[src/logic/fb_pkg.sv]
package fb_pkg;

    // ----------------------------------------------------------
    // widths
    // ----------------------------------------------------------
    localparam int PIX_W   = 24;       // rgb 8:8:8
    localparam int COORD_W = 16;
    localparam int LEN_W   = 24;
    localparam int IDX_W   = 20;       // linear pixel index inside one region

    typedef logic [PIX_W-1:0]   pixel_t;
    typedef logic [COORD_W-1:0] coord_t;
    typedef logic [LEN_W-1:0]   span_len_t;

    // y * H_DISP + x, no region bit
    typedef logic [IDX_W-1:0]   fb_idx_t;

    // msb picks region 0 or 1, low bits are the pixel index,
    // the lowest log2(BANKS) of those pick the bank
    typedef logic [IDX_W:0]     fb_addr_t;

    // ----------------------------------------------------------
    // buses
    // ----------------------------------------------------------
    // wishbone classic request, master to slave, 48 bits
    typedef struct packed {
        logic     cyc;
        logic     stb;
        logic     we;
        fb_addr_t adr;
        pixel_t   dat;
    } wb_req_t;

    // raster output, 27 bits
    typedef struct packed {
        logic   de;
        logic   hsync;
        logic   vsync;
        pixel_t rgb;
    } video_t;

endpackage

[src/logic/scan_out.sv]
module scan_out #(
    parameter int H_DISP  = 640,
    parameter int V_DISP  = 480,
    parameter int H_BLANK = 160,
    parameter int V_BLANK = 45,
    parameter int BANKS   = 4
) (
    input  logic             clk,
    input  logic             reset,
    input  logic             buf_sel,          // front region request

    // read bus to the bank array
    output fb_pkg::fb_addr_t rd_addr,
    input  fb_pkg::pixel_t   rd_data [BANKS],  // one pixel per bank, 1 cycle late

    output fb_pkg::video_t   video
);

    localparam int H_TOTAL = H_DISP + H_BLANK;
    localparam int V_TOTAL = V_DISP + V_BLANK;
    localparam int HS_END  = H_DISP + H_BLANK / 2;       // first half of h blank
    localparam int SEL_W   = (BANKS > 1) ? $clog2(BANKS) : 1;

    fb_pkg::coord_t  h_cnt;
    fb_pkg::coord_t  v_cnt;
    logic            h_end;
    logic            v_end;
    logic            frame_start;

    logic            front_q;          // region held for the frame
    logic            front;            // region used this cycle

    logic            de_now;
    logic            hs_now;
    logic            vs_now;
    fb_pkg::fb_idx_t pix_idx;
    logic [SEL_W-1:0] bank_now;

    // aligned with the returned read data
    logic            de_q;
    logic            hs_q;
    logic            vs_q;
    logic [SEL_W-1:0] bank_q;

    // ----------------------------------------------------------
    // raster counters
    // ----------------------------------------------------------
    assign h_end       = (h_cnt == fb_pkg::coord_t'(H_TOTAL - 1));
    assign v_end       = (v_cnt == fb_pkg::coord_t'(V_TOTAL - 1));
    assign frame_start = (h_cnt == '0) && (v_cnt == '0);

    always_ff @(posedge clk) begin
        if (reset) begin
            h_cnt <= '0;
            v_cnt <= '0;
        end else if (h_end) begin
            h_cnt <= '0;
            if (v_end) begin
                v_cnt <= '0;               // next frame
            end else begin
                v_cnt <= fb_pkg::coord_t'(v_cnt + 1);
            end
        end else begin
            h_cnt <= fb_pkg::coord_t'(h_cnt + 1);
        end
    end

    // ----------------------------------------------------------
    // front buffer select
    // ----------------------------------------------------------
    // buf_sel counts from the first pixel of the frame on
    assign front = frame_start ? buf_sel : front_q;

    always_ff @(posedge clk) begin
        if (reset) begin
            front_q <= 1'b0;
        end else begin
            front_q <= front;
        end
    end

    // ----------------------------------------------------------
    // read addressing and timing
    // ----------------------------------------------------------
    assign de_now = (h_cnt < fb_pkg::coord_t'(H_DISP)) && (v_cnt < fb_pkg::coord_t'(V_DISP));
    assign hs_now = (h_cnt >= fb_pkg::coord_t'(H_DISP)) && (h_cnt < fb_pkg::coord_t'(HS_END));
    assign vs_now = (v_cnt == fb_pkg::coord_t'(V_DISP));    // first blank line only

    // park on pixel 0 outside the active area
    assign pix_idx  = de_now ? fb_pkg::fb_idx_t'(v_cnt * H_DISP + h_cnt) : '0;
    assign bank_now = SEL_W'(int'(pix_idx) % BANKS);     // low index bits
    assign rd_addr  = {front, pix_idx};

    always_ff @(posedge clk) begin
        if (reset) begin
            de_q <= 1'b0;
            hs_q <= 1'b0;
            vs_q <= 1'b0;
        end else begin
            de_q <= de_now;
            hs_q <= hs_now;
            vs_q <= vs_now;
        end
    end

    always_ff @(posedge clk) begin
        bank_q <= bank_now;             // which bank answers next cycle
    end

    // ----------------------------------------------------------
    // video out
    // ----------------------------------------------------------
    always_comb begin
        video.de    = de_q;
        video.hsync = hs_q;
        video.vsync = vs_q;
        video.rgb   = de_q ? rd_data[bank_q] : '0;   // black in blanking
    end

endmodule

[config.mk]
export PLATFORM = sky130hd
export DESIGN_NAME = scan_out
export DESIGN_NICKNAME = d
export VERILOG_FILES = /design/src/logic/fb_pkg.sv /design/src/logic/scan_out.sv
export SDC_FILE = /design/constraint.sdc
export NUM_CORES = 1
export LEC_CHECK = 0
export ABC_AREA = 1
export BUFFER_PORTS_ARGS = -buffer_cell sky130_fd_sc_hd__buf_4
export CAP_MARGIN = 20
export CORE_MARGIN = 5
export CORE_UTILIZATION = 51
export DETAILED_ROUTE_END_ITERATION = 8
export HOLD_SLACK_MARGIN = 0.1
export PLACE_DENSITY = 0.82
export SKIP_CTS_REPAIR_TIMING = 1
export SLEW_MARGIN = 40
export SYNTH_ARGS = -nofsm -noshare
export SYNTH_HDL_FRONTEND = slang
export SYNTH_SLANG_ARGS = --single-unit
[constraint.sdc]
create_clock -name clk -period 3.29 [get_ports clk]
set_input_delay 0.1645 -clock clk [delete_from_list [all_inputs] [get_ports clk]]
set_output_delay 0.1645 -clock clk [all_outputs]
set_load 0.1 [all_outputs]
* Word-level counts from Yosys, hierarchy flattened
Index checks and enable logic that the tools add are counted.
** Storage, ports and cells
- Register bits after elaboration :: 38
- Latch bits :: 0
- Bits in writable memories :: 0
- Memory bits (read-only) :: 0
- Input bits :: 99
- Output and inout bits :: 48
- Logic and storage cells :: 33
- Memories :: 0
** Cells by class
- Add/subtract/negate cells :: 3
- Multipliers :: 1
- Div/mod/pow operators :: 0
- Magnitude comparators :: 5
- Equality and inequality tests :: 3
- Shifts and indexed selects :: 0
- Mux-type cells :: 7
- Bitwise operators :: 1
- Reductions and logical operators :: 6
** Operators by type and width (number)
- 24-bit two-way mux :: 3
- 24-bit binary-select mux with 2-bit select :: 1
- 16-bit by 1-bit adder with 16-bit output (second input constant) :: 2
- 16-bit by 10-bit equality test with 1-bit output (second input constant) :: 2
- 16-bit logical NOT :: 2
- 16-bit by 10-bit < comparator with 1-bit output (second input constant) :: 2
- 20-bit by 16-bit adder with 20-bit output :: 1
- 20-bit two-way mux :: 1
- 16-bit by 9-bit equality test with 1-bit output (second input constant) :: 1
- 16-bit by 10-bit greater-or-equal comparator with 1-bit output (second input constant) :: 1
- 16-bit by 9-bit < comparator with 1-bit output (second input constant) :: 1
- 16-bit by 3-bit multiplier with 13-bit output (second input constant) :: 1
- 16-bit two-way mux :: 1
- 3-bit greater-or-equal comparator (second input constant) :: 1
- 1-bit logical AND :: 3
- 2-bit NOT with 3-bit output :: 1
- 2-bit OR reduction :: 1
- 1-bit two-way mux :: 1

* Longest topological paths before layout
- Depth in word-level cells :: 5
- Mapped depth :: 21
- Mapped depth without buffers :: 21

* Least setup slack after synthesis
Ideal clock, no wire load.
- Path kind :: register to output
- Start :: reg v_cnt[1]
- End :: out rd_addr[16]
- Data arrival time :: 4.327 ns
- Required time :: 3.125 ns
- Setup slack :: -1.202 ns
- Stages on the path, launching flop included :: 17
- Path buffers :: 0
- Path through :: dfxtp_1 ha_1 ha_1 inv_1 fa_1 inv_1 nand2_1 nand2_1 xor2_1 ha_1 nand2_1 inv_1 a21oi_1 nand3_1 nand2_1 inv_1 nor3_1
** On the way
- Word-level cells in the longest chain between the ends :: 3
- Elaborated cells on any way between the ends :: 5
- Those cells by class :: 1 x add/sub; 1 x mul; 1 x order compare; 1 x mux; 1 x reduce/logical
** Ends and longest elaborated chain
- start: declaration :: line scan_out.sv:25 : fb_pkg::coord_t v_cnt;
- start signal: assignment :: line scan_out.sv:61 : v_cnt <= fb_pkg::coord_t'(v_cnt + 1);
- 16-bit by 3-bit multiplier with 13-bit output or 16-bit by 9-bit < comparator with 1-bit output (tied branches) :: line scan_out.sv:90, scan_out.sv:85
- 20-bit by 16-bit adder with 20-bit output or 1-bit logical AND (tied branches) :: line scan_out.sv:90, scan_out.sv:85
- 20-bit two-way mux (*) :: line scan_out.sv:90 : assign pix_idx = de_now ? fb_pkg::fb_idx_t'(v_cnt * H_DISP + h_cnt) : '0;
- end: declaration :: line scan_out.sv:13 : output fb_pkg::fb_addr_t rd_addr,
Every way passes the cells marked *; elsewhere a longest branch is shown, timed or not.

* Final worst setup path
- Start :: reg v_cnt[3]
- End :: out rd_addr[19]
Same word-level chain as after synthesis.

==> results.md <==
- Flop-to-flop setup slack: ~1.1 ns
- Asr flop ratio synth: 0%
- Power after layout: approximately 1.6 mW
- Synthesis warning total: 0
- Die height: ~100 microns
- Outcome: finished with violations
- Worst Setup EP: rd_addr[19]
- Post-Syn Instances: just under 700
- Main synth FF type: dfxtp_1
- Min Tclk post-route: between 3 and 4 ns
- Mapped Nets: a little over 800
- Hold Crit Class: input pin to register
- Max Slew Vio Count: 0
- H-tree Lvls: 2
- Layout area overhead: 39.48%
- Post-synth EDFFs: 0
- Pin count of the biggest net entering global routing: 49
- Max stage delay on crit path: ~0.38 ns
- Failing checks: setup timing
- Rel. slew slack: between 40% and 50%
- Max Freq: 0.2949 GHz
- GRT Residual Overflow: 0
- # setup viols final: 3
- Filler cell count: roughly 640
- Post-DP HPWL: approximately 11000 microns
- Routed WL: about 15000 microns
- PortBufs: 146
- Vias in the first global route: 4638
- Cell mode on critical path: nand2_2
- All-Layer GR Usage: 27.18%
- Root Buffer Master: clkbuf_8
- Worst Path Required: ~3.1 ns
- Max Clock Skew: between 0.004 and 0.005 ns
- GP Congestion: roughly 1.0
- Period utilization: 103.1%
- Initial Utilization: between 50 and 60%
- Global-route wire length before repair: approximately 22000 microns
- Core Region: between 7000 and 8000 sq um
- Pre-CTS setup slack: 0.01911 ns
- CTS tree: done
- Crit path cell chain: ha_4 > ha_4 > inv_2 > fa_2 > inv_2 > nand2_2 > nand2_2 > xor2_1 > ha_1 > nand2_1 > nor2_1 > nand2_1 > nand2_2 > nand2_1 > nand2_1 > nand2_2 > inv_2 > nand2_2 > nand2_2 > nand2_2 > nor2_4 > buf_12
- First drt pass iteration count: 5
- CTS Buf Count: 5
- Yosys cell types: 40
- Number of synthesized register bits: 38
- Reg clk slew, reported paths: approximately 0.08 ns
- Critical-path top delay cell: fa_2
- Crit path DAT: approximately 3.2 ns
- Mapped Avg Cell Area: 5.910 sq um
- Post-DR wirelength/cell: around 16 microns
- Clk sinks: 38
- CP endpoint kind: output pin
- Die ar.: 9949 sq um
- DRC viols: 0
- Max Cap Viol: 0
- Fin nets: 968
- Slew @ Worst Pin: roughly 0.79 ns
- R2R depth: 7
- Initial antenna violation count: 0
- Class of the most critical setup path: register to output pin
- DRT iter0 DRCs: 256
- Startpoint types: register
- Post-DR vias/cell: 5.495
- Final hold slack: around 0.16 ns
- Antenna Nets Post-Route: 0
- Antenna diodes: 0
- Reg2reg end: h_cnt[12]
- Setup TNS: -0.2041 ns
- Critical-path maximum fanout: 4
- Longest Clk Path Bufs: 2
- Setup crit start: v_cnt[3]
- Final hold violations: 0
- Sequential area share after synthesis: a little under a fifth
- Syn Std Cell Area: about 4100 sq um
- VDD IR max: about 0.24 mV
- Io pins: about 150
- Share of cells above drive strength 1: 30.34%
- Final setup margin: -0.1010 ns
- RR Startpoint: h_cnt[0]
- Vias: about 5.1k
- Horiz. Die Dim: 99.75 microns
- Most common cell after layout, fill and taps aside: buf_4
- PwrDens: 276.3 nW/um^2
- Standard-cell rows: 32
- Leakage: approximately 2.8 nW
- RSZ-0062 raised after global routing: true
- Worst-skew pair later-pin latency: 0.29 ns
- Commonest non-fill, non-tap cells in the layout: 152 x buf_4, 143 x nor2_1, 109 x nand2_1, 66 x inv_1, 58 x o21ai_0
[worst max-delay path, delay by kind of cell, from the launching register on]
family	cells	cell delay, ns
fa+ha+maj	4	1.13
simple gates	13	1.03
flops	1	0.37
buf+inv	4	0.37
xor+xnor	1	0.06
[through the flow]
step	std cells	instance area [sq um]	util, %
5_1_grt	936	5729	73.76
4_1_cts	931	5434	69.96
6_report	936	5729	73.76
2_1_floorplan	695	4144	-
3_5_place_dp	923	5291	68.12
3_3_place_gp	923	5291	68.12
[routing by layer]
layer,vias up,track usage (%),wire [microns]
met3,34,4.418,1240
met4,0,7.248,358
met5,-,0,0
li1,2535,-,-
met1,2318,34.62,5817
met2,256,47.31,7190
[state kept, by name, indices dropped and copies added, names as in the netlist]
register  cells
front_q       1
bank_q        2
hs_q          1
de_q          1
h_cnt        16
vs_q          1
v_cnt        16
[area by class of cell]
cell class | instances | area (sq um) | area share (%)
multi-input combinational | 551 | 3127 | 54.58
timing repair buffer | 159 | 1264 | 22.06
sequential | 38 | 775.7 | 13.54
inverter | 78 | 292.8 | 5.110
tap | 102 | 127.6 | 2.228
clock buffer | 6 | 82.58 | 1.441
clock inverter | 2 | 60.06 | 1.048
[power by group]
part | switching, mW | internal [mW]
sequential | 0.00525 | 0.464
combinational | 0.443 | 0.177
clock | 0.170 | 0.324
total | 0.618 | 0.964
[kinds of logic (layout without fill, tap and decap cells)]
kind of cell	after synthesis	in the layout	share of synthesized area (%)
xor+xnor	15	15	3.198
flops	38	38	18.52
buf+inv	106	245	10.45
fa+ha+maj	36	36	11.33
simple gates	371	371	39.84
compound gates	129	129	16.66
[worst min path at each step]
stage                     slack [ns]      from  depth (start not counted)         to
after floorplan                 0.33   buf_sel                          2    front_q
after global placement          0.45  h_cnt[0]                          1   h_cnt[0]
after detailed placement        0.47  h_cnt[0]                          1   h_cnt[0]
after CTS                       0.16     reset                          2  v_cnt[12]
after global routing            0.18     reset                          2   v_cnt[7]
final                           0.16     reset                          2   v_cnt[9]
[cells in the mapped netlist, types with 4 or more instances]
| cell type | n | area (sq um) |
|---|---|---|
| nand2_1 | 118 | 442.9 |
| nand4_1 | 11 | 68.82 |
| buf_1 | 5 | 18.77 |
| nand3_2 | 4 | 40.04 |
| xor2_1 | 7 | 61.31 |
| a21oi_1 | 54 | 270.3 |
| nor2_1 | 148 | 555.5 |
| nor3_1 | 19 | 95.09 |
| o21ai_0 | 60 | 300.3 |
| dfxtp_1 | 38 | 760.7 |
| nor2_2 | 16 | 100.1 |
| inv_2 | 6 | 22.52 |
| nand2_2 | 4 | 25.02 |
| xnor2_1 | 8 | 70.07 |
| buf_4 | 5 | 37.54 |
| clkbuf_1 | 13 | 48.80 |
| ha_1 | 34 | 425.4 |
| nor3_2 | 5 | 50.05 |
| inv_1 | 70 | 262.8 |
| buf_2 | 4 | 20.02 |
| nand3_1 | 38 | 190.2 |
No activity file was read; power rests on OpenSTA's default activity.
