--- src/logic/fb_pkg.sv ---
package fb_pkg;

    // ----------------------------------------------------------
    // widths
    // ----------------------------------------------------------
    localparam int PIX_W   = 24;       // rgb 8:8:8
    localparam int COORD_W = 16;
    localparam int LEN_W   = 24;
    localparam int IDX_W   = 20;       // linear pixel index inside one region

    typedef logic [PIX_W-1:0]   pixel_t;
    typedef logic [COORD_W-1:0] coord_t;
    typedef logic [LEN_W-1:0]   span_len_t;

    // y * H_DISP + x, no region bit
    typedef logic [IDX_W-1:0]   fb_idx_t;

    // msb picks region 0 or 1, low bits are the pixel index,
    // the lowest log2(BANKS) of those pick the bank
    typedef logic [IDX_W:0]     fb_addr_t;

    // ----------------------------------------------------------
    // buses
    // ----------------------------------------------------------
    // wishbone classic request, master to slave, 48 bits
    typedef struct packed {
        logic     cyc;
        logic     stb;
        logic     we;
        fb_addr_t adr;
        pixel_t   dat;
    } wb_req_t;

    // raster output, 27 bits
    typedef struct packed {
        logic   de;
        logic   hsync;
        logic   vsync;
        pixel_t rgb;
    } video_t;

endpackage

--- src/logic/span_fill.sv ---
module span_fill #(
    parameter int H_DISP = 640,
    parameter int V_DISP = 480,
    parameter int BANKS  = 4
) (
    input  logic              clk,
    input  logic              reset,

    // fill command from the host
    input  logic              enable,     // one pulse starts a span
    input  fb_pkg::coord_t    x_pos,
    input  fb_pkg::coord_t    y_pos,
    input  fb_pkg::pixel_t    pixel,
    input  fb_pkg::span_len_t len,
    input  logic              buf_sel,    // current front region
    output logic              busy,

    // write master, broadcast to all banks
    output fb_pkg::wb_req_t   wb,
    input  logic [BANKS-1:0]  ack         // one bit per bank
);

    localparam int TOTAL = H_DISP * V_DISP;   // pixels per region

    // gap doubles as the setup cycle right after accept
    typedef enum logic [1:0] {
        ST_IDLE,
        ST_STROBE,
        ST_WAIT_ACK,
        ST_GAP
    } state_t;

    state_t            state;
    fb_pkg::span_len_t remaining;    // pixels still to write
    fb_pkg::fb_idx_t   idx;          // current pixel index
    fb_pkg::fb_idx_t   start_idx;
    fb_pkg::pixel_t    colour;       // latched fill colour
    logic              region;       // back region, latched at accept
    logic              accept;
    logic              ack_any;
    logic              last_idx;

    assign accept  = enable && (state == ST_IDLE);   // ignored while busy
    assign ack_any = |ack;                           // only the selected bank answers

    assign start_idx = fb_pkg::fb_idx_t'(y_pos * H_DISP + x_pos);
    assign last_idx  = (idx == fb_pkg::fb_idx_t'(TOTAL - 1));

    // ----------------------------------------------------------
    // control fsm
    // ----------------------------------------------------------
    always_ff @(posedge clk) begin
        if (reset) begin
            state     <= ST_IDLE;
            remaining <= '0;
        end else begin
            case (state)
                ST_IDLE: begin
                    if (accept) begin
                        state     <= ST_GAP;
                        remaining <= len;
                    end
                end
                ST_GAP: begin
                    // len of 0 leaves after this single cycle
                    if (remaining == '0) begin
                        state <= ST_IDLE;
                    end else begin
                        state <= ST_STROBE;
                    end
                end
                ST_STROBE: begin
                    state <= ST_WAIT_ACK;   // bank registers ack now
                end
                ST_WAIT_ACK: begin
                    if (ack_any) begin      // slow ack just stretches busy
                        state     <= ST_GAP;
                        remaining <= fb_pkg::span_len_t'(remaining - 1);
                    end
                end
                default: begin
                    state <= ST_IDLE;
                end
            endcase
        end
    end

    // ----------------------------------------------------------
    // address and data
    // ----------------------------------------------------------
    always_ff @(posedge clk) begin
        if (accept) begin
            idx    <= start_idx;
            colour <= pixel;
            region <= ~buf_sel;         // write the hidden buffer
        end else if (state == ST_WAIT_ACK && ack_any) begin
            if (last_idx) begin
                idx <= '0;              // wrap past the end of the frame
            end else begin
                idx <= fb_pkg::fb_idx_t'(idx + 1);
            end
        end
    end

    // held steady from strobe until ack, dropped in gap
    always_comb begin
        wb.cyc = (state == ST_STROBE) || (state == ST_WAIT_ACK);
        wb.stb = wb.cyc;
        wb.we  = 1'b1;                  // write-only master
        wb.adr = {region, idx};
        wb.dat = colour;
    end

    assign busy = (state != ST_IDLE);

    // ----------------------------------------------------------
    // checks
    // ----------------------------------------------------------
    // only the addressed bank may answer
    a_one_ack : assert property (
        @(posedge clk) disable iff (reset) $onehot0(ack)
    );

    // a bank may only answer a strobe seen on the previous cycle
    a_ack_after_stb : assert property (
        @(posedge clk) disable iff (reset) ack_any |-> $past(wb.stb)
    );

endmodule

--- config.mk ---
export PLATFORM = sky130hd
export DESIGN_NAME = span_fill
export DESIGN_NICKNAME = d
export VERILOG_FILES = /design/src/logic/fb_pkg.sv /design/src/logic/span_fill.sv
export SDC_FILE = /design/constraint.sdc
export NUM_CORES = 1
export LEC_CHECK = 0
export ABC_CLOCK_PERIOD_IN_PS = 7900
export CAP_MARGIN = 30
export CORE_MARGIN = 2
export CORE_UTILIZATION = 65
export DETAILED_ROUTE_END_ITERATION = 10
export DONT_BUFFER_PORTS = 1
export GPL_ROUTABILITY_DRIVEN = 0
export PLACE_DENSITY_LB_ADDON = 0.05
export SYNTH_ARGS = -nofsm -noshare
export SYNTH_HDL_FRONTEND = slang
export SYNTH_SLANG_ARGS = --single-unit
--- constraint.sdc ---
create_clock -name clk -period 7.9 [get_ports clk]
set_input_delay 0.79 -clock clk [delete_from_list [all_inputs] [get_ports clk]]
set_output_delay 0.79 -clock clk [all_outputs]
set_load 0.005 [all_outputs]
### After elaboration in Yosys (flattened, before gate mapping)

Index checks and enable logic that the tools add are counted.

* add/subtract/negate cells: 3
* multipliers: 1
* divide/modulo/power cells: 0
* order comparisons: 0
* eq/ne operators: 6
* shifts and indexed selects: 0
* mux-type cells: 10
* bitwise gates (word level): 1
* reductions and logical operators: 11

Operators with widths (count)
* 20-bit two-way mux: 3
* 24-bit two-way mux: 2
* 24-bit one-hot mux with 2 select lines: 1
* 24-bit zero test: 1
* 24-bit by 1-bit subtractor with 24-bit output, second input constant: 1
* 20-bit by 1-bit adder with 20-bit output, second input constant: 1
* 20-bit by 16-bit adder with 20-bit output: 1
* 20-bit by 19-bit equality test with 1-bit output, second input constant: 1
* 16-bit by 3-bit multiplier with 13-bit output, second input constant: 1
* 2-bit one-hot mux with 4 select lines: 1
* 2-bit nonzero test: 3
* 2-bit equality test, second input constant: 2
* 2-bit two-way mux: 2
* 2-bit != test, second input constant: 2
* 4-bit OR reduction: 1
* 3-bit AND reduction: 1
* 2-bit by 1-bit equality test with 1-bit output, second input constant: 1
* 1-bit logical AND: 2
* 2-bit zero test: 1
* 2-bit AND reduction: 1
* 1-bit logical OR: 1
* 1-bit two-way mux: 1
* 1-bit NOT: 1

* flip-flop bits (word level): 71
* latch bits: 0
* memory bits (writable): 0
* memory bits (read-only): 0
* bits of input ports: 88
* logic and storage cells: 37
* memories kept: 0

### Longest topological paths before layout

Gate-level depths: netlist of run 1.

* word-level depth: 4
* gate-level depth with buffers: 14

### Worst setup path after synthesis of run 1

No wires, ideal clock.

* path type: input-to-reg
* from: in y_pos[1]
* to: reg idx[19], data pin
* library setup time: 195 ps
* arrival time: 3336 ps
* required time: 7705 ps
* slack: 4369 ps
* stages on the path: 12
* path buffers: 0
* cells stage by stage: ha_1 > ha_1 > inv_1 > fa_1 > inv_1 > ha_1 > o21a_1 > a21boi_0 > o221ai_1 > a32oi_1 > nand3_1 > o311ai_0

* cells in the longest elaborated chain, start to end: 3

RTL lines
* start, declared: line span_fill.sv:12 `input fb_pkg::coord_t y_pos,`
* 16-bit by 3-bit multiplier with 13-bit output: line span_fill.sv:46 `assign start_idx = fb_pkg::fb_idx_t'(y_pos * H_DISP + x_pos);`
* 20-bit by 16-bit adder with 20-bit output: line span_fill.sv:46
* 20-bit two-way mux: line span_fill.sv:92 `if (accept) begin`
* end signal, assigned: line span_fill.sv:93 `idx <= start_idx;`
* end signal, assigned: line span_fill.sv:100 `idx <= fb_pkg::fb_idx_t'(idx + 1);`
* end, declared: line span_fill.sv:35 `fb_pkg::fb_idx_t idx;`

Every way passes these cells.
A chain may end at the register's enable or synchronous reset.

### Worst setup path in the final report of run 1

Ends and elaborated chain as after synthesis.

==> results.toml, run 1 <==
[setup_path]
ff2ff_path_depth = 7
max_stage_delay_ns = 0.49
r2r_start = "idx[0]$_DFFE_PP_"
path_max_fanout = 4
worst-path-buf-inv = 2
critical_path_class = "input port to flip-flop"
cp_common_cell = "ha_1"
worstPathRequired_ns = 8.03
r2r_slack_ns = 4.97
start_kind = "input port"
r2r-end = "idx[19]$_DFFE_PP_"
worst_path_max_delay_cell = "a21boi_0"
crit_chain = "ha_1 -> ha_1 -> inv_1 -> fa_1 -> inv_1 -> ha_1 -> o21a_1 -> a21boi_0 -> o221ai_1 -> a32oi_1 -> nand3_1 -> o311ai_0"
arrival_ns = 3.79
cp-end-kind = "flip-flop"
cp_top_family = "compound AO/OA/AOI/OAI gates"

[placed_design]
pre_cts_slack_ns = 3.97
dpl.hpwl_mm = 7.26
port_buffers = 0

[sta]
relSlewSlack_pct = 38.9
fin_ws_ns = 4.24
hold_viol = 0
fin_worst_skew_ns = 0.0136
layout_min_cycle_time_ns = 3.66
setup_viol = 0
hold_ws_ns = 0.488
rsz0062_at_grt = "false"
fin_crit_sh_pct = 46.3
tightestPinTransition_ns = 0.908
fin_tns_setup_ns = 0
drv_slew = 0
fmax_mhz = 274

[worst_hold_path]
hp-start = "remaining[22]$_SDFFE_PP0P_"
hp-class = "flip-flop to flip-flop"
holdPathStages = 2
min_to = "remaining[22]$_SDFFE_PP0P_"

[finish]
num_antenna_cells = 0
nets = 603
area_growth_pct = 6.53
drive_gt1_share_pct = 6.82

[drt]
drt_pre_antenna_iters = 5
drt_iter0_drc = 205
drc_errors = 0
wl_mm = 9.89
drtAntennaViolNets = 0
vias_per_cell = 6.33
dr_total_vias = 3672
post_drt_wl_per_cell_um = 17.1

[floorplanning]
fp.dieArea_sq_um = 7700
core_area_sq_um = 6790
start_util_pct = 67.1
num_rows = 30
die_w_um = 87.7
io-pin-count = 137
die_h_um = 87.7

[clock_tree]
clock_latency_ns = 0.34
hold_buffers = 0
cts_resized = 0
cts_buffers = 9
clkTransAtPathRegs_ns = 0.08
cts.sinks = 71
cts.path.max_buffers = 2
cts-root-buf = "clkbuf_8"
tritoncts = "built"
post-cts-setup-buffers = 0
h-tree-depth = 3

[grt]
grt_pass1_vias = 3265
overflow = 0
grt_max_degree = 35
grt_usage_pct = 25.2
antenna_found_initial = 0
grt_pass1_wl_mm = 15.3

[yosys]
muxShareOfSynthArea_pct = 0.220
synth_commonest_cells = "45 x edfxtp_1, 39 x nand2_1, 37 x nor2_1"
synth_compound_area_share_pct = 19.8
yosys_warnings = 0
ys_seq_area_share_pct = 41.1
synth.ff_latch_count = 71
synth_most_common_cell = "edfxtp_1"
syn_avg_cell_area_sq_um = 9.36
synth_top_area_share_pct = 29.7
synth-adder-area-share_pct = 10.2
synthSimpleGateAreaFrac_pct = 18.1
yosys-top-cells-area = "edfxtp_1 30%, dfxtp_1 11%, ha_1 9.3%"
async_reset_ff_share_pct = 0
synth_edf_count = 45
yosysTopAreaCell = "edfxtp_1"
syn_inst = 487
synth-xor-area-share_pct = 6.34
synth_ff_type = "edfxtp_1"
synth_top_family_by_area = "compound AO/OA/AOI/OAI gates"
synth_area_sq_um = 4560
syn-num-nets = 611
synth_cell_types = 61

[pwr]
p_per_area_nw_per_um2 = 254
peakVddDrop_uv = 124
power_leakage_nw = 1.77
total_power_mw = 1.23

[run]
max_cap_viol_count = 0

[outcome]
status = "finished, final reports clean"
-- cell families after synthesis --
group	count (synthesis)
adders and majority gates	36
AOI/OAI and AO/OA	139
muxes	1
xor gates and xnor gates	33
DFF	71
and+or+nand+nor	161
other	1
buffers and inverters	45
-- through the flow --
stage               instance area (sq um)  std cells  utilization (%)
floorplan                            4560        487                -
global placement                     4590        562             67.6
detailed placement                   4620        563             68.0
CTS                                  4850        579             71.3
global route                         4850        580             71.5
finish                               4850        580             71.5
-- layout make-up --
| type | count | area (sq um) |
|---|---|---|
| timing repair buffer | 4 | 50.0 |
| fill | 514 | 1940 |
| tap | 96 | 120 |
| clock buffer | 9 | 124 |
| sequential | 71 | 1870 |
| inverter | 22 | 82.6 |
| multi-input combinational | 371 | 2500 |
| clock inverter | 7 | 105 |
-- flip-flops by register name (all words and copies together) (netlist names) --
name	cells
colour	24
idx	20
region	1
remaining	24
state	2
-- power by group --
group          internal (mW)  switching [mW]
clock                  0.182           0.144
sequential             0.465          0.0673
combinational          0.157           0.217
total                  0.804           0.428
-- cells in the final DEF, fill, tap and decap left out, types with 3 or more instances in the layout --
master and instances:
o21a_1 6, buf_4 3, a22oi_1 4, nor3_1 12
o22ai_1 17, xnor2_1 18, a21oi_1 32, inv_1 22
dfxtp_1 26, nor4_1 7, ha_1 34, nand2_1 39
clkbuf_8 9, o31ai_1 4, and4_1 3, o32ai_1 3
and3_1 5, nor2b_1 4, or3_1 3, xor2_1 15
a31oi_1 7, nand3_1 17, nor2_1 37, o21ai_0 23
a211oi_1 11, edfxtp_1 45, nand2b_1 9, a21o_1 7
nand4_1 5, or4_1 6, or2_2 4
-- worst max path at each step --
| stage | startpoint | to | slack, ns | cells past startpoint |
|---|---|---|---|---|
| detailed placement | y_pos[1] | idx[19]$_DFFE_PP_ | 3.97 | 12 |
| floorplan | y_pos[1] | idx[19]$_DFFE_PP_ | 4.37 | 12 |
| global placement | y_pos[1] | idx[19]$_DFFE_PP_ | 4.04 | 12 |
| global route | y_pos[1] | idx[19]$_DFFE_PP_ | 3.94 | 12 |
| CTS | y_pos[1] | idx[19]$_DFFE_PP_ | 4.29 | 12 |
| finish | y_pos[1] | idx[19]$_DFFE_PP_ | 4.24 | 12 |
-- worst min-delay path, cell delays in order, from the launching register on --
cell	delay, ns
dfxtp_1	0.32
o21ai_0	0.07
a21oi_1	0.06
-- routing by layer --
layer / global-route usage, % / wire [um] / up-vias
li1: - / - / 1809
met1: 34.4 / 4520 / 1714
met2: 40.4 / 4540 / 137
met3: 5.75 / 727 / 12
met4: 7.55 / 107 / 0
met5: 0 / 0 / -
Power figures use the tool's default switching activity.
==> run 2, diff against run 1 <==
ABC_AREA = 1   (was unset)
ABC_CLOCK_PERIOD_IN_PS = 3570   (was 7900)
clock period = 3.57 ns   (was 7.9 ns; I/O delays follow)
==> run 2 against run 1 <==
Critical path type unchanged. Global-route usage grew 2.0 points. Highest routed layer unchanged. Critical path depth rose by 8. Clock skew shrank 0.0015 ns. Sequential cell count is the same. Via count is 21% higher. Sequential share of layout area shrank 3.2 points. Cell count is 37% higher. Worst hold slack worse by 0.43 ns. Die area up 11%.
==> results.toml, run 2 <==
[outcome]
status = "finished, final reports clean"

[setup_path]
arrival_ns = 2.88
cp_top_family = "adder cells"
max_stage_delay_ns = 0.40
startpoint = "y_pos[1]"
cp-end-kind = "flip-flop"
r2r_start = "idx[0]$_DFFE_PP_"
worstPathRequired_ns = 3.67
start_kind = "input port"
r2r_slack_ns = 1.38
critical_path_class = "input port to flip-flop"
worst_path_max_delay_cell = "fa_1"
cp_common_cell = "nand2_1"
worst-path-buf-inv = 3
path_max_fanout = 5
crit_chain = "ha_1 -> ha_1 -> inv_1 -> fa_1 -> inv_1 -> nand2_1 -> nand2_1 -> nand2_1 -> xnor2_1 -> ha_1 -> nand2_1 -> inv_1 -> a21oi_1 -> nand2_1 -> nand2_1 -> nand2_1 -> nand2_1 -> a21oi_1 -> o21ai_0 -> nand2_1"

[grt]
grt_pass1_wl_mm = 18.7
grt_usage_pct = 27.3
grt_max_degree = 44
grt_pass1_vias = 4099
overflow = 0
antenna_found_initial = 0

[pwr]
p_int_mw = 1.63
clkPwrFrac_pct = 22.2
peakVddDrop_uv = 266
seq_power_share_pct = 42.5
p_sw_mw = 1.09
total_power_mw = 2.72
pwr-share-comb_pct = 35.3
switching_share_pct = 40.2
power_leakage_nw = 2.42
p_per_area_nw_per_um2 = 514

[sta]
fin_tns_setup_ns = 0
layout_min_cycle_time_ns = 2.78
rsz0062_at_grt = "false"
tightestPinTransition_ns = 0.634
fin_ws_ns = 0.788
drv_slew = 0
relSlewSlack_pct = 57.3
hold_viol = 0
hold_ws_ns = 0.0621
fin_crit_sh_pct = 77.9
setup_viol = 0
fmax_mhz = 359
fin_worst_skew_ns = 0.0120

[finish]
layout_common_cells = "195 x nand2_1, 83 x nor2_1, 72 x inv_1"
drive_gt1_share_pct = 5.92
num_antenna_cells = 0
area_growth_pct = 4.50
reg.largest.list = "colour (24), remaining (24), idx (20)"
layout_commonest_cell = "nand2_1"
nets = 812

[clock_tree]
h-tree-depth = 3
cts.path.max_buffers = 2
cts_buffers = 9
clock_latency_ns = 0.35
cts-root-buf = "clkbuf_8"
hold_buffers = 0
post-cts-setup-buffers = 0
clkTransAtPathRegs_ns = 0.09
cts.sinks = 71
cts_resized = 0
tritoncts = "built"

[floorplanning]
io-pin-count = 137
start_util_pct = 66.2
num_rows = 32
fp.dieArea_sq_um = 8510
core_area_sq_um = 7650
die_w_um = 92.3
die_h_um = 92.3

[drt]
drt_iter0_drc = 129
vias_per_cell = 5.57
wl_met3_um = 971
wl_mm = 11.5
wl_met1_mm = 5.02
drt_pre_antenna_iters = 4
drc_errors = 0
drtAntennaViolNets = 0
post_drt_wl_per_cell_um = 14.5
wl_met2_mm = 5.28
dr_total_vias = 4430
routed.top_layer = "met4"

[yosys]
synth_ff_type = "edfxtp_1"
async_reset_ff_share_pct = 0
synth.ff_latch_count = 71
syn_inst = 691
synth_most_common_cell = "nand2_1"
ys_seq_area_share_pct = 37.0
yosysTopAreaCell = "edfxtp_1"
synth_area_sq_um = 5060
synth_edf_count = 45
syn_avg_cell_area_sq_um = 7.33
syn-num-nets = 815
yosys_warnings = 0
yosys-top-cells-area = "edfxtp_1 27%, nand2_1 14%, dfxtp_1 10%"
synth_cell_types = 40
synth_top_area_share_pct = 26.7
synth_commonest_cells = "195 x nand2_1, 83 x nor2_1, 72 x inv_1"

[placed_design]
port_buffers = 0
dpl.hpwl_mm = 9.00
pre_cts_slack_ns = 0.457

[worst_hold_path]
hp-start = "reset"
hp-class = "input port to flip-flop"

[run]
max_cap_viol_count = 0
==> run 2: changes by cell type in the layout (fill, tap and decap cells not counted), moves of 9 or more <==
cell | before | now
nand2_1 | 39 | 195
inv_1 | 22 | 72
nor2_1 | 37 | 83
nand3_1 | 17 | 48
o21ai_0 | 23 | 41
o22ai_1 | 17 | 1
a211oi_1 | 11 | 0
a21oi_1 | 32 | 42
nand2b_1 | 9 | 0
==> run 2: cell families (layout without fill, tap and decap cells) <==
logic type / count (synthesis) / after routing / synth area share (%)
and+or+nand+nor: 369 / 369 / 31.4
AOI/OAI and AO/OA: 97 / 97 / 10.2
buffers and inverters: 91 / 93 / 7.68
DFF: 71 / 71 / 37.0
adders and majority gates: 36 / 36 / 9.19
xor gates and xnor gates: 24 / 24 / 4.15
muxes: 2 / 2 / 0.395
other: 1 / 1 / 0.0741
==> run 2: metrics by stage <==
step,util (%),instances,cell area [sq um]
finish,69.2,795,5290
floorplan,-,691,5060
global placement,66.8,779,5110
CTS,69.2,795,5290
global route,69.2,795,5290
detailed placement,66.8,779,5110
==> run 2: path summary, 6_finish.rpt <==
kind | end | depth (start not counted)
max reg2reg | idx[15]$_DFFE_PP_ | 10
min | remaining[21]$_SDFFE_PP0P_ | 1
max | idx[17]$_DFFE_PP_ | 20
min reg2reg | remaining[1]$_SDFFE_PP0P_ | 2
==> run 2: worst reg2reg max path, delay by kind of cell, from the launching register on <==
kind            cells  cell delay (ns)
flops               1             0.48
fa+ha+maj           1             0.30
compound gates      3             0.81
simple gates        6             0.46
==> run 2: final cells by class <==
cell class                 instances  area [sq um]
multi-input combinational        529          2800
tap                              102           128
inverter                          73           274
sequential                        71          1870
fill                             665          2360
timing repair buffer               4          30.0
clock inverter                     7          61.3
clock buffer                       9           124
==> run 2: layer usage <==
metal | vias up | global-route usage [%]
met5 | - | 0
met3 | 19 | 7.31
li1 | 2261 | -
met4 | 0 | 8.83
met2 | 189 | 45.0
met1 | 1961 | 34.9
==> run 2: power by group through the flow <==
| stage | sequential [mW] | combinational (mW) | clock [mW] |
|---|---|---|---|
| after CTS | 1.16 | 0.957 | 0.619 |
| after detailed placement | 1.17 | 0.950 | 0 |
| after global placement | 1.17 | 0.918 | 0 |
| after global routing | 1.17 | 1.11 | 0.651 |
| after floorplan | 1.13 | 0.794 | 0 |
| final | 1.16 | 0.960 | 0.603 |
==> run 3, diff against run 2 <==
ABC_AREA = 0   (was 1)
ABC_CLOCK_PERIOD_IN_PS = 2760   (was 3570)
CORE_UTILIZATION = 64   (was 65)
clock period = 2.76 ns   (was 3.57 ns; I/O delays follow)
==> run 3 against run 2 <==
Clock-buffer cell count unchanged. Via count down 15%. Utilization up 6.0 points. Setup slack worse by 0.61 ns. Routed wire length down 7.9%. Clock skew up 0.0024 ns. Die area down 8.2%. Critical path depth down 5. Sequential share of layout area up 1.1 points. Global-route usage down 1.1 points. Combinational power up 23%. Critical endpoint unchanged. Highest routed layer unchanged.
==> results.toml, run 3 (synthesis gave the netlist of run 1 again) <==
[outcome]
status = "finished, final reports clean"

[finish]
reg.largest.list = "colour (24), remaining (24), idx (20)"
num_antenna_cells = 0
num-fill-cells = 508
seqCellArea_sq_um = 1870
layout_commonest_cell = "edfxtp_1"
nets = 634
drive_gt1_share_pct = 13.0
layout_common_cells = "45 x edfxtp_1, 39 x nand2_1, 37 x nor2_1"
fin_util_pct = 75.2
area_growth_pct = 12.8
multi_input_comb_area_sq_um = 2590

[grt]
grt_max_degree = 42
overflow = 0
grt_pass1_wl_mm = 15.9
antenna_found_initial = 0
grt_usage_pct = 26.2
grt_pass1_vias = 3341

[clock_tree]
clkTransAtPathRegs_ns = 0.09
cts-root-buf = "clkbuf_8"
clock_latency_ns = 0.36
h-tree-depth = 3
tritoncts = "built"
cts.sinks = 71
cts_buffers = 9
cts.path.max_buffers = 2

[floorplanning]
num_rows = 30
die_w_um = 88.4
start_util_pct = 66.7
fp.dieArea_sq_um = 7810
die_h_um = 88.4
core_area_sq_um = 6830
io-pin-count = 137

[sta]
rsz0062_at_grt = "false"
layout_min_cycle_time_ns = 2.59
fin_crit_sh_pct = 93.7
fin_worst_skew_ns = 0.0144
setup_viol = 0
hold_viol = 0
fmax_mhz = 387
drv_slew = 0
tightestPinTransition_ns = 0.983
relSlewSlack_pct = 34.3
fin_ws_ns = 0.174
hold_ws_ns = 0.00912

[setup_path]
start_kind = "input port"
arrival_ns = 2.68
worstPathRequired_ns = 2.86
critical_path_class = "input port to flip-flop"
cp-end-kind = "flip-flop"
path_max_fanout = 4

[placed_design]
port_buffers = 0
dpl.hpwl_mm = 7.66
pre_cts_slack_ns = -0.200

[pwr]
peakVddDrop_uv = 399
power_leakage_nw = 1.88
p_per_area_nw_per_um2 = 678

[drt]
dr_total_vias = 3769
drtAntennaViolNets = 0
drt_pre_antenna_iters = 5
drt_iter0_drc = 265
vias_per_cell = 6.17
post_drt_wl_per_cell_um = 17.4
wl_mm = 10.6
drc_errors = 0

[run]
max_cap_viol_count = 0

[worst_hold_path]
hp-class = "input port to flip-flop"
## run 3: changes by cell type in the layout (fill, tap and decap cells not counted), sizes merged, moves of 11 or more
cell         change
nor2            -54
dlygate4sd3     +11
nand2          -157
inv             -51
a211oi          +11
o22ai           +16
nand3           -34
buf             +20
o21ai           -18
## run 3: power by group
| group | leakage (nW) | internal, mW | switching (mW) |
|---|---|---|---|
| logic | 1.15 | 0.530 | 0.649 |
| registers | 0.642 | 1.33 | 0.189 |
| clock network | 0.0863 | 0.344 | 0.443 |
## run 3: routing by layer
metal,GRT usage [%],share of wire [%]
met3,8.21,10
met2,39.8,45
met1,36.5,44
met4,7.16,1.2
met5,0,0
## run 3: path summary, 6_finish.rpt
path	start	depth (start not counted)	slack [ns]	endpoint
worst max-delay path	y_pos[3]	15	0.17	idx[17]$_DFFE_PP_
worst min-delay path	pixel[5]	0	0.009	colour[5]$_DFFE_PP_
worst max register to register	remaining[0]$_SDFFE_PP0P_	8	0.27	remaining[12]$_SDFFE_PP0P_
worst min register to register	remaining[1]$_SDFFE_PP0P_	2	0.50	remaining[1]$_SDFFE_PP0P_
## run 3: final cells by class
class | count | share of cell area [%]
multi-input combinational | 371 | 50.4
sequential | 71 | 36.4
timing repair buffer | 35 | 5.65
clock buffer | 9 | 2.41
tap | 96 | 2.34
inverter | 22 | 1.61
clock inverter | 7 | 1.22
## run 3: through the flow
step	instance area [sq um]	total power [mW]	TNS, ns	std cells
floorplan	4640	2.40	-0.0658	487
global placement	4830	2.63	-0.349	583
detailed placement	4830	2.67	-0.591	583
CTS	5030	3.45	0	600
global route	5140	3.70	0	611
finish	5140	3.49	0	611
## run 3: what timing repair did
item,in CTS,in global routing
endpoints found under the hold margin,24,10
setup buffers,0,1
gates resized for setup,0,0
hold buffers,1,10
setup endpoints to repair,0,1
## run 3: critical path: stages
cell      delay (ns)
ha_4            0.25
ha_4            0.12
inv_2           0.04
fa_2            0.37
nor2b_1         0.16
o21a_1          0.13
nor2_1          0.04
xnor2_1         0.12
ha_1            0.32
o21a_1          0.16
o221ai_2        0.10
a32oi_2         0.24
buf_4           0.16
xnor2_1         0.10
o22ai_1         0.10
